===== src/source/decoder_pkg.sv =====
package decoder_pkg;

    // grid of processing elements
    localparam int grid_width_x = 4;
    localparam int grid_width_z = 1;
    localparam int grid_width_u = 3;
    localparam int pu_count_per_round = grid_width_x * grid_width_z;
    localparam int pu_count = pu_count_per_round * grid_width_u;

    // ns + ew + ud edges of one round, padded to whole bytes on output
    localparam int correction_count = 11;
    localparam int correction_bytes = 2;
    localparam int maximum_delay = 3;

    localparam int x_bits = $clog2(grid_width_x);
    localparam int z_bits = $clog2(grid_width_z);
    localparam int u_bits = $clog2(grid_width_u);

    // control message layout
    localparam int msg_dest_msb = 63;
    localparam int msg_dest_lsb = 56;
    localparam int msg_header_msb = 55;
    localparam int msg_header_lsb = 48;

    localparam logic [7:0] header_initialize_decoding = 8'h00;
    localparam logic [7:0] header_decode_block = 8'h01;
    localparam logic [7:0] header_result = 8'h02;
    localparam logic [31:0] end_of_stream_word = 32'hffff_ffff;

    typedef enum logic [3:0] {
        stage_idle = 4'd0,
        stage_grow = 4'd2,
        stage_merge = 4'd3,
        stage_peeling = 4'd4,
        stage_result_valid = 4'd5,
        stage_parameters_loading = 4'd6,
        stage_measurement_preparing = 4'd7,
        stage_reset_roots = 4'd8,
        stage_measurement_loading = 4'd9
    } stage_t;

    // one spare bit so the end marker can count as round grid_width_u
    typedef logic [u_bits:0] round_t;
    typedef logic [pu_count_per_round-1:0] measurement_t;
    typedef logic [pu_count-1:0] pe_vector_t;
    typedef logic [correction_count-1:0] correction_t;
    typedef logic [63:0] ctrl_word_t;
    typedef logic [31:0] data_word_t;
    typedef logic [31:0] stats_word_t;

endpackage

===== src/source/stage_if.sv =====
`timescale 1ns/10ps

interface stage_if
    import decoder_pkg::*;
();

    stage_t stage;
    round_t round;
    logic decode_start;
    logic grow_entry;

    modport ctrl (output stage, output round, output decode_start, output grow_entry);
    modport loader (input stage, input round);
    modport counters (input stage, input decode_start, input grow_entry);
    modport encoder (input stage, input round);

endinterface


===== src/source/decoder_controller.sv =====
`timescale 1ns/10ps

module decoder_controller
    import decoder_pkg::*;
(
    input  logic         clk,
    input  logic         reset,
    input  data_word_t   input_data,
    input  logic         input_valid,
    output logic         input_ready,
    output data_word_t   output_data,
    output logic         output_valid,
    input  logic         output_ready,
    input  ctrl_word_t   ctrl_rx_data,
    input  logic         ctrl_rx_valid,
    output logic         ctrl_rx_ready,
    output ctrl_word_t   ctrl_tx_data,
    output logic         ctrl_tx_valid,
    input  pe_vector_t   busy_pe,
    input  pe_vector_t   odd_clusters_pe,
    output measurement_t measurements,
    input  correction_t  correction,
    output stage_t       global_stage,
    output logic         reset_all_edges
);

    logic load_advance;
    logic next_round_loaded;
    stats_word_t stats;

    stage_if sif ();

    stage_controller u_stage_controller (
        .clk               (clk),
        .reset             (reset),
        .ctrl_rx_data      (ctrl_rx_data),
        .ctrl_rx_valid     (ctrl_rx_valid),
        .ctrl_rx_ready     (ctrl_rx_ready),
        .busy_pe           (busy_pe),
        .odd_clusters_pe   (odd_clusters_pe),
        .load_advance      (load_advance),
        .next_round_loaded (next_round_loaded),
        .stats             (stats),
        .ctrl_tx_data      (ctrl_tx_data),
        .ctrl_tx_valid     (ctrl_tx_valid),
        .reset_all_edges   (reset_all_edges),
        .sif               (sif.ctrl)
    );

    measurement_loader u_measurement_loader (
        .clk               (clk),
        .reset             (reset),
        .input_data        (input_data),
        .input_valid       (input_valid),
        .input_ready       (input_ready),
        .measurements      (measurements),
        .load_advance      (load_advance),
        .next_round_loaded (next_round_loaded),
        .sif               (sif.loader)
    );

    decode_counters u_decode_counters (
        .clk   (clk),
        .reset (reset),
        .stats (stats),
        .sif   (sif.counters)
    );

    correction_encoder u_correction_encoder (
        .clk          (clk),
        .reset        (reset),
        .correction   (correction),
        .stats        (stats),
        .output_data  (output_data),
        .output_valid (output_valid),
        .output_ready (output_ready),
        .sif          (sif.encoder)
    );

    // PE array follows the stage directly
    assign global_stage = sif.stage;

endmodule


===== src/source/correction_encoder.sv =====
`timescale 1ns/10ps

module correction_encoder
    import decoder_pkg::*;
(
    input  logic        clk,
    input  logic        reset,
    input  correction_t correction,
    input  stats_word_t stats,
    output data_word_t  output_data,
    output logic        output_valid,
    input  logic        output_ready,
    stage_if.encoder    sif
);

    typedef enum logic [1:0] {
        enc_idle,
        enc_stats,
        enc_bits,
        enc_end
    } enc_state_t;

    enc_state_t state;
    correction_t fifo_mem [4];
    logic [1:0] wr_ptr;
    logic [1:0] rd_ptr;
    logic [2:0] fifo_count;
    logic push;
    logic pop;
    logic frame_start;
    logic frame_pending;
    stats_word_t stats_q;
    correction_t work;
    logic work_loaded;
    round_t out_round;
    logic [$clog2(correction_count)-1:0] bit_index;

    assign frame_start = (sif.stage == stage_result_valid) && (sif.round == '0);
    assign push = (sif.stage == stage_result_valid) && (fifo_count != 3'd4);
    assign pop = (state == enc_bits) && !work_loaded && (fifo_count != 3'd0);

    always_ff @(posedge clk) begin
        if (push) begin
            fifo_mem[wr_ptr] <= correction;
        end
        if (frame_start) begin
            stats_q <= stats;
        end
    end

    // lowest set bit goes out first
    always_comb begin
        bit_index = '0;
        for (int i = correction_count - 1; i >= 0; i--) begin
            if (work[i]) begin
                bit_index = ($clog2(correction_count))'(i);
            end
        end
    end

    always_ff @(posedge clk) begin
        if (reset) begin
            state <= enc_idle;
            wr_ptr <= '0;
            rd_ptr <= '0;
            fifo_count <= '0;
            frame_pending <= 1'b0;
            work_loaded <= 1'b0;
            out_round <= '0;
        end else begin
            wr_ptr <= wr_ptr + push;
            rd_ptr <= rd_ptr + pop;
            fifo_count <= fifo_count + push - pop;
            if (frame_start) begin
                frame_pending <= 1'b1;
            end else if (state == enc_idle) begin
                frame_pending <= 1'b0;
            end
            case (state)
                enc_idle: begin
                    if (frame_pending) begin
                        state <= enc_stats;
                    end
                end
                enc_stats: begin
                    if (output_ready) begin
                        state <= enc_bits;
                        out_round <= '0;
                    end
                end
                enc_bits: begin
                    if (pop) begin
                        work <= fifo_mem[rd_ptr];
                        work_loaded <= 1'b1;
                    end else if (work_loaded && work == '0) begin
                        // round done, move on or close the frame
                        work_loaded <= 1'b0;
                        out_round <= out_round + 1'b1;
                        if (out_round == round_t'(grid_width_u - 1)) begin
                            state <= enc_end;
                        end
                    end else if (work_loaded && output_ready) begin
                        work[bit_index] <= 1'b0;
                    end
                end
                default: begin
                    if (output_ready) begin
                        state <= enc_idle;
                    end
                end
            endcase
        end
    end

    always_comb begin
        output_valid = 1'b0;
        output_data = '0;
        case (state)
            enc_stats: begin
                output_valid = 1'b1;
                output_data = stats_q;
            end
            enc_bits: begin
                output_valid = work_loaded && (work != '0);
                // {round, byte index, bit in byte}
                output_data = (data_word_t'(out_round) << (3 + $clog2(correction_bytes)))
                              | data_word_t'(bit_index);
            end
            enc_end: begin
                output_valid = 1'b1;
                output_data = end_of_stream_word;
            end
            default: begin
                output_valid = 1'b0;
            end
        endcase
    end

endmodule


===== src/source/decode_counters.sv =====
`timescale 1ns/10ps

module decode_counters
    import decoder_pkg::*;
(
    input  logic        clk,
    input  logic        reset,
    output stats_word_t stats,
    stage_if.counters   sif
);

    logic [15:0] cycle_count;
    logic [7:0] iteration_count;
    logic counting;

    // only the decoding work itself is timed
    assign counting = (sif.stage == stage_grow) || (sif.stage == stage_merge)
                      || (sif.stage == stage_peeling) || (sif.stage == stage_reset_roots);

    // starting at 1 makes the count include the accept cycle
    always_ff @(posedge clk) begin
        if (reset) begin
            cycle_count <= '0;
        end else if (sif.decode_start) begin
            cycle_count <= 16'd1;
        end else if (counting) begin
            cycle_count <= cycle_count + 1'b1;
        end
    end

    always_ff @(posedge clk) begin
        if (reset) begin
            iteration_count <= '0;
        end else if (sif.stage == stage_measurement_loading) begin
            iteration_count <= '0;
        end else if (sif.grow_entry) begin
            iteration_count <= iteration_count + 1'b1;
        end
    end

    assign stats = {8'h00, iteration_count, cycle_count};

endmodule


===== src/source/measurement_loader.sv =====
`timescale 1ns/10ps

module measurement_loader
    import decoder_pkg::*;
(
    input  logic         clk,
    input  logic         reset,
    input  data_word_t   input_data,
    input  logic         input_valid,
    output logic         input_ready,
    output measurement_t measurements,
    output logic         load_advance,
    output logic         next_round_loaded,
    stage_if.loader      sif
);

    round_t word_round;
    logic [x_bits-1:0] x_coord;
    logic [x_bits+z_bits-1:0] pu_address;
    logic round_match;
    measurement_t defects;

    // defect word is {round, x, z} from the low end
    assign x_coord = input_data[x_bits+z_bits-1:z_bits];
    assign pu_address = (x_bits + z_bits)'(x_coord * grid_width_z
                        + (input_data & ((32'd1 << z_bits) - 1)));

    // end marker counts as the round after the last one
    always_comb begin
        if (input_data == end_of_stream_word) begin
            word_round = round_t'(grid_width_u);
        end else begin
            word_round = {1'b0, input_data[u_bits+x_bits+z_bits-1:x_bits+z_bits]};
        end
    end

    assign round_match = (word_round == sif.round);
    assign load_advance = (sif.stage == stage_measurement_preparing) && input_valid && !round_match;
    assign next_round_loaded = input_valid && (word_round == round_t'(sif.round + 1'b1));

    // defects of the current round are taken, the marker only once all rounds are out
    always_comb begin
        input_ready = 1'b0;
        if (sif.stage == stage_measurement_preparing) begin
            input_ready = round_match;
        end else if (sif.stage == stage_measurement_loading) begin
            input_ready = (sif.round == round_t'(grid_width_u - 1));
        end
    end

    always_ff @(posedge clk) begin
        if (reset) begin
            defects <= '0;
        end else if (sif.stage == stage_measurement_loading) begin
            defects <= '0;
        end else if (sif.stage == stage_measurement_preparing && input_valid && round_match) begin
            defects[pu_address] <= 1'b1;
        end
    end

    assign measurements = defects;

endmodule


===== src/source/stage_controller.sv =====
`timescale 1ns/10ps

module stage_controller
    import decoder_pkg::*;
(
    input  logic        clk,
    input  logic        reset,
    input  ctrl_word_t  ctrl_rx_data,
    input  logic        ctrl_rx_valid,
    output logic        ctrl_rx_ready,
    input  pe_vector_t  busy_pe,
    input  pe_vector_t  odd_clusters_pe,
    input  logic        load_advance,
    input  logic        next_round_loaded,
    input  stats_word_t stats,
    output ctrl_word_t  ctrl_tx_data,
    output logic        ctrl_tx_valid,
    output logic        reset_all_edges,
    stage_if.ctrl       sif
);

    logic [7:0] rx_header;
    logic busy_q;
    logic odd_q;
    logic peel_and_finish;
    logic roots_done;
    logic [$clog2(maximum_delay + 1)-1:0] delay_count;

    // array-wide status, one cycle behind the PEs
    always_ff @(posedge clk) begin
        busy_q <= |busy_pe;
        odd_q <= |odd_clusters_pe;
    end

    assign rx_header = ctrl_rx_data[msg_header_msb:msg_header_lsb];
    assign ctrl_rx_ready = (sif.stage == stage_idle);
    assign sif.decode_start = ctrl_rx_ready && ctrl_rx_valid && rx_header == header_decode_block;
    assign reset_all_edges = (sif.stage == stage_measurement_loading);

    always_ff @(posedge clk) begin
        if (reset) begin
            sif.stage <= stage_idle;
            sif.round <= '0;
            sif.grow_entry <= 1'b0;
            delay_count <= '0;
            peel_and_finish <= 1'b0;
            roots_done <= 1'b0;
        end else begin
            sif.grow_entry <= 1'b0;
            case (sif.stage)
                stage_idle: begin
                    if (ctrl_rx_valid && rx_header == header_initialize_decoding) begin
                        sif.stage <= stage_parameters_loading;
                    end else if (sif.decode_start) begin
                        sif.stage <= stage_measurement_preparing;
                        sif.round <= '0;
                        peel_and_finish <= ctrl_rx_data[0];
                        roots_done <= 1'b0;
                    end
                end
                stage_parameters_loading: begin
                    sif.stage <= stage_idle;
                end
                stage_measurement_preparing: begin
                    if (load_advance) begin
                        sif.stage <= stage_measurement_loading;
                    end
                end
                stage_measurement_loading: begin
                    if (sif.round == round_t'(grid_width_u - 1)) begin
                        sif.stage <= stage_grow;
                        sif.grow_entry <= 1'b1;
                        sif.round <= '0;
                    end else begin
                        sif.round <= sif.round + 1'b1;
                        // waiting word has defects for the next round
                        if (next_round_loaded) begin
                            sif.stage <= stage_measurement_preparing;
                        end
                    end
                end
                stage_grow: begin
                    sif.stage <= stage_merge;
                    delay_count <= '0;
                end
                stage_merge: begin
                    if (delay_count < maximum_delay) begin
                        delay_count <= delay_count + 1'b1;
                    end else if (!busy_q) begin
                        delay_count <= '0;
                        if (odd_q) begin
                            sif.stage <= stage_grow;
                            sif.grow_entry <= 1'b1;
                        end else if (!peel_and_finish) begin
                            sif.stage <= stage_result_valid;
                            sif.round <= '0;
                        end else if (!roots_done) begin
                            sif.stage <= stage_reset_roots;
                        end else begin
                            sif.stage <= stage_peeling;
                        end
                    end
                end
                stage_reset_roots: begin
                    sif.stage <= stage_merge;
                    roots_done <= 1'b1;
                    delay_count <= '0;
                end
                stage_peeling: begin
                    sif.stage <= stage_result_valid;
                    sif.round <= '0;
                end
                stage_result_valid: begin
                    if (sif.round == round_t'(grid_width_u - 1)) begin
                        sif.stage <= stage_idle;
                        sif.round <= '0;
                    end else begin
                        sif.round <= sif.round + 1'b1;
                    end
                end
                default: begin
                    sif.stage <= stage_idle;
                end
            endcase
        end
    end

    // result message goes to the host with the latency in cycles
    assign ctrl_tx_valid = (sif.stage == stage_result_valid) && (sif.round == '0);

    always_comb begin
        ctrl_tx_data = '0;
        ctrl_tx_data[msg_dest_msb:msg_dest_lsb] = 8'h00;
        ctrl_tx_data[msg_header_msb:msg_header_lsb] = header_result;
        ctrl_tx_data[15:0] = stats[15:0];
    end

endmodule


===== config.mk =====
export PLATFORM = sky130hd
export DESIGN_NAME = decoder_controller
export DESIGN_NICKNAME = d
export VERILOG_FILES = /design/src/source/decoder_pkg.sv /design/src/source/stage_if.sv /design/src/source/decoder_controller.sv /design/src/source/correction_encoder.sv /design/src/source/decode_counters.sv /design/src/source/measurement_loader.sv /design/src/source/stage_controller.sv
export SDC_FILE = /design/constraint.sdc
export NUM_CORES = 1
export LEC_CHECK = 0
export ABC_AREA = 1
export BUFFER_PORTS_ARGS = -buffer_cell sky130_fd_sc_hd__buf_2
export CORE_ASPECT_RATIO = 0.6
export CORE_MARGIN = 1.5
export CORE_UTILIZATION = 54
export CTS_CLUSTER_DIAMETER = 80
export CTS_CLUSTER_SIZE = 40
export DETAILED_ROUTE_END_ITERATION = 8
export GPL_ROUTABILITY_DRIVEN = 1
export HOLD_SLACK_MARGIN = 0.02
export PLACE_DENSITY = 0.91
export SLEW_MARGIN = 40
export SYNTH_ARGS = -nofsm -noshare
export SYNTH_HDL_FRONTEND = slang
export SYNTH_SLANG_ARGS = --single-unit

===== constraint.sdc =====
create_clock -name clk -period 6.4 [get_ports clk]
set_clock_uncertainty 0.1 [all_clocks]
set_input_delay 0 -clock clk [delete_from_list [all_inputs] [get_ports clk]]
set_output_delay 0 -clock clk [all_outputs]
set_load 0.01 [all_outputs]

==> summary.md <==
| Metric | Value |
|---|---|
| Combinational share of power | 0.191 |
| Final setup vio count | 0 |
| Largest family of logic cells by synthesized area | simple AND/OR/NAND/NOR gates |
| Bufs on Longest Clock Path | 2 |
| Max-Cap Viols | 0 |
| CP arrival | about 3.5 ns |
| CTS Root Cell | clkbuf_16 |
| TritonCTS buffer count | 17 |
| Most common cell after layout, fill and taps aside | nand2_1 |
| Post-route ant nets | 0 |
| Drt total wl | 16.0 mm |
| Fmax | 305 MHz |
| XOR/XNOR share of the synthesized area | 0.0166 |
| Critical Path RT | 6.60 ns |
| Worst hold path type | in -> reg |
| Seq/Total Area, Yosys | 0.508 |
| Max-slew violations | 0 |
| Post-synth ARST share | 0 |
| Via density per instance | around 5.3 |
| Initial Utilization | 0.561 |
| Compound-gate portion of the synthesized area | 0.0851 |
| Worst hold start | output_ready |
| Row cnt | 31 |
| Most frequent cells in the layout | 136 x nand2_1, 118 x nor2_1, 113 x buf_2 |
| Post-Synth Simple-Gate Area | 0.217 |
| # DRC | 0 |
| GRT Overall Usage | 0.246 |
| Chip Height | 90.4 um |
| Fin nets | 1085 |
| Initial antenna violation count | 0 |
| Static Leak | around 0.0036 uW |
| Clock Power Share | 0.408 |
| VDD IR-drop max | 0.215 mV |
| Internal power | around 1800 uW |
| Number of global-route vias before repair | about 5400 |
| Slew of the pin with the lowest slew margin | approximately 0.74 ns |
| Sequential share of power | 0.402 |
| Core area | around 0.012 sq mm |
| GPL Wtd Cong | just over 0.9 |
| Adder-cell share of the synthesized area | 0.0320 |
| RSZ-0062 raised after global routing | false |
| Reg2reg start | u_correction_encoder.state[0] |
| Per-cell routed wire length | 14.4 um |
| Share of cells above drive strength 1 | 0.169 |
| Setup TNS | 0 ns |
| Reg2reg setup slack | 3.13 ns |
| Clk sinks | between 100 and 150 |
| 1st-pass router iterations | 5 |
| Yosys Warn Count | 0 |
| Worst Setup SP | u_correction_encoder.state[0] |
| Die area | 0.0134 sq mm |
| Tot Pwr | between 2000 and 3000 uW |
| Status | complete, no violations |
| WS Path Type | reg -> reg |
| Mapped Cells | about 800 |
| Largest cells by area after synthesis | edfxtp_1 34%, dfxtp_1 16%, buf_4 7.9%, nand2_1 7.4%, nor2_1 6.4% |
| Hold Fails Final Rpt | 0 |
| # H-tree levels | 4 |
| Post-cts sizing count | 0 |
| Minimum clock period | ~3.3 ns |
| Antenna Diode Count | 0 |
| Largest net degree at the start of global routing | 35 |
| Relative slew slack | 0.504 |
| Period utilization | 0.512 |
| Power density cells | approximately 310 mW/mm^2 |
| Port bufs | ~110 |
| Vias | between 5000 and 6000 |
| Syn-to-layout area delta | 19.0% |
| Dpl hpwl | around 11 mm |
| Critical Path Start Type | flip-flop |
| Count of cell types in the netlist | 39 |
| Die X | around 150 um |
| Worst skew pair latency | between 0.4 and 0.5 ns |
| #FFs+latches synth | 135 |
| Largest area contributor in the netlist | edfxtp_1 |
| Ports | between 200 and 250 |
| CTS tree | built |
| Initial DRC Count | roughly 630 |
| Avg Cell Area, Syn | 8.51 sq um |
| First-pass GRT wire length | around 26 mm |
| EDFF count, synth | a little under 80 |
| Grt total ovfl | 0 |
| Synthesized area | 0.00688 sq mm |
| Highest net fanout along the worst path | 17 |
| Post-synthesis mux area share | 0.00146 |
| Switching Share | 0.297 |
| Post-synth top area share | 0.345 |
| Crit end category | flip-flop |
| Prevailing post-synth register cell | edfxtp_1 |
| Sw power | ~760 uW |
| Clock slew at reported path FFs | roughly 0.06 ns |
-- area by class of cell --
type | instances | area, sq um
fill | 925 | 4070
sequential | 135 | 3490
multi-input combinational | 537 | 2600
timing repair buffer | 148 | 898
clock buffer | 18 | 439
inverter | 93 | 349
tap | 165 | 206
clock inverter | 14 | 198
-- cells by family (layout without fill, tap and decap cells) --
group                    count (synthesis)  count (layout)
multiplexers                             1               1
buffers and inverters                  182             273
other                                    2              48
XOR/XNOR                                13              13
AND/OR/NAND/NOR                        351             351
AO/OA/AOI/OAI                          107             107
flip-flops                             135             135
adder cells (fa/ha/maj)                 17              17
-- path summary, 6_finish.rpt --
check	to	cells past startpoint
min	u_correction_encoder.work[0]	4
max reg2reg	u_correction_encoder.fifo_count[2]	12
max	u_correction_encoder.fifo_count[2]	12
min reg2reg	u_correction_encoder.stats_q[22]	0
-- worst max-delay path: stages, from the launching register on --
cell and delay, ns:
dfxtp_1 0.33, inv_1 0.10, ha_1 0.48, nand2_1 0.19, nor2_2 0.61, ha_1 0.35, inv_1 0.06, ha_1 0.13
inv_1 0.05, fa_1 0.37, xor2_1 0.16, o21ai_0 0.17, a21oi_1 0.06
-- per-layer routing --
layer	routed length, um	vias up	GRT usage	part of all wire
met4	315	0	0.0726	0.020
met2	7220	363	0.386	0.45
met1	6900	2726	0.328	0.43
met5	0	-	0	0
met3	1560	28	0.0753	0.098
li1	-	2814	-	-
-- stage by stage --
step | instance area, sq um | hold WS, ns | util | setup slack [ns] | cells
after global routing | 8190 | 0.0912 | 0.668 | 2.92 | 1110
after floorplan | 7050 | -0.00113 | - | 3.80 | 854
after global placement | 7270 | 0.0953 | 0.593 | 3.33 | 1050
final | 8190 | 0.0812 | 0.668 | 3.13 | 1110
after detailed placement | 7270 | 0.0958 | 0.593 | 3.20 | 1050
after CTS | 8190 | 0.0489 | 0.668 | 3.17 | 1110
-- flip-flops by register name, indices dropped and copies added (netlist names), 2 cells and up --
signal / flops
u_stage_controller.delay_count: 2
u_decode_counters.cycle_count: 16
u_correction_encoder.state: 2
u_correction_encoder.work: 11
u_correction_encoder.stats_q: 24
u_correction_encoder.wr_ptr: 2
u_measurement_loader.measurements: 4
u_correction_encoder.fifo_count: 3
u_correction_encoder.fifo_mem: 44
u_decode_counters.iteration_count: 8
u_correction_encoder.out_round: 3
u_correction_encoder.rd_ptr: 2
u_stage_controller.sif.stage: 4
u_stage_controller.sif.round: 3
-- what timing repair did --
item / in CTS / in global routing
buffers inserted: 0 / 0
hold buffers: 28 / 0
endpoints found under the hold margin: 70 / 0
-- power by group through the flow --
stage	combinational, uW	sequential [uW]	clock [uW]
after global placement	441	1040	0
after floorplan	355	1030	0
final	488	1030	1040
after CTS	478	1020	1050
after detailed placement	461	1040	0
after global routing	550	1030	1100
-- synthesized netlist by cell type (2+ instances only) --
master / instances
nand2_1: 136
nor2_1: 118
inv_1: 91
edfxtp_1: 79
buf_4: 72
dfxtp_1: 56
a21oi_1: 53
nand3_1: 44
o21ai_0: 34
nor3_1: 24
ha_1: 16
clkbuf_1: 15
nand4_1: 11
nor4_1: 9
xor2_1: 8
o22ai_1: 6
xnor2_1: 5
a221o_1: 4
a31oi_1: 2
buf_2: 2
conb_1: 2
nand3b_1: 2
nor2_2: 2
o21a_1: 2
(Power assumes the default switching activity.)
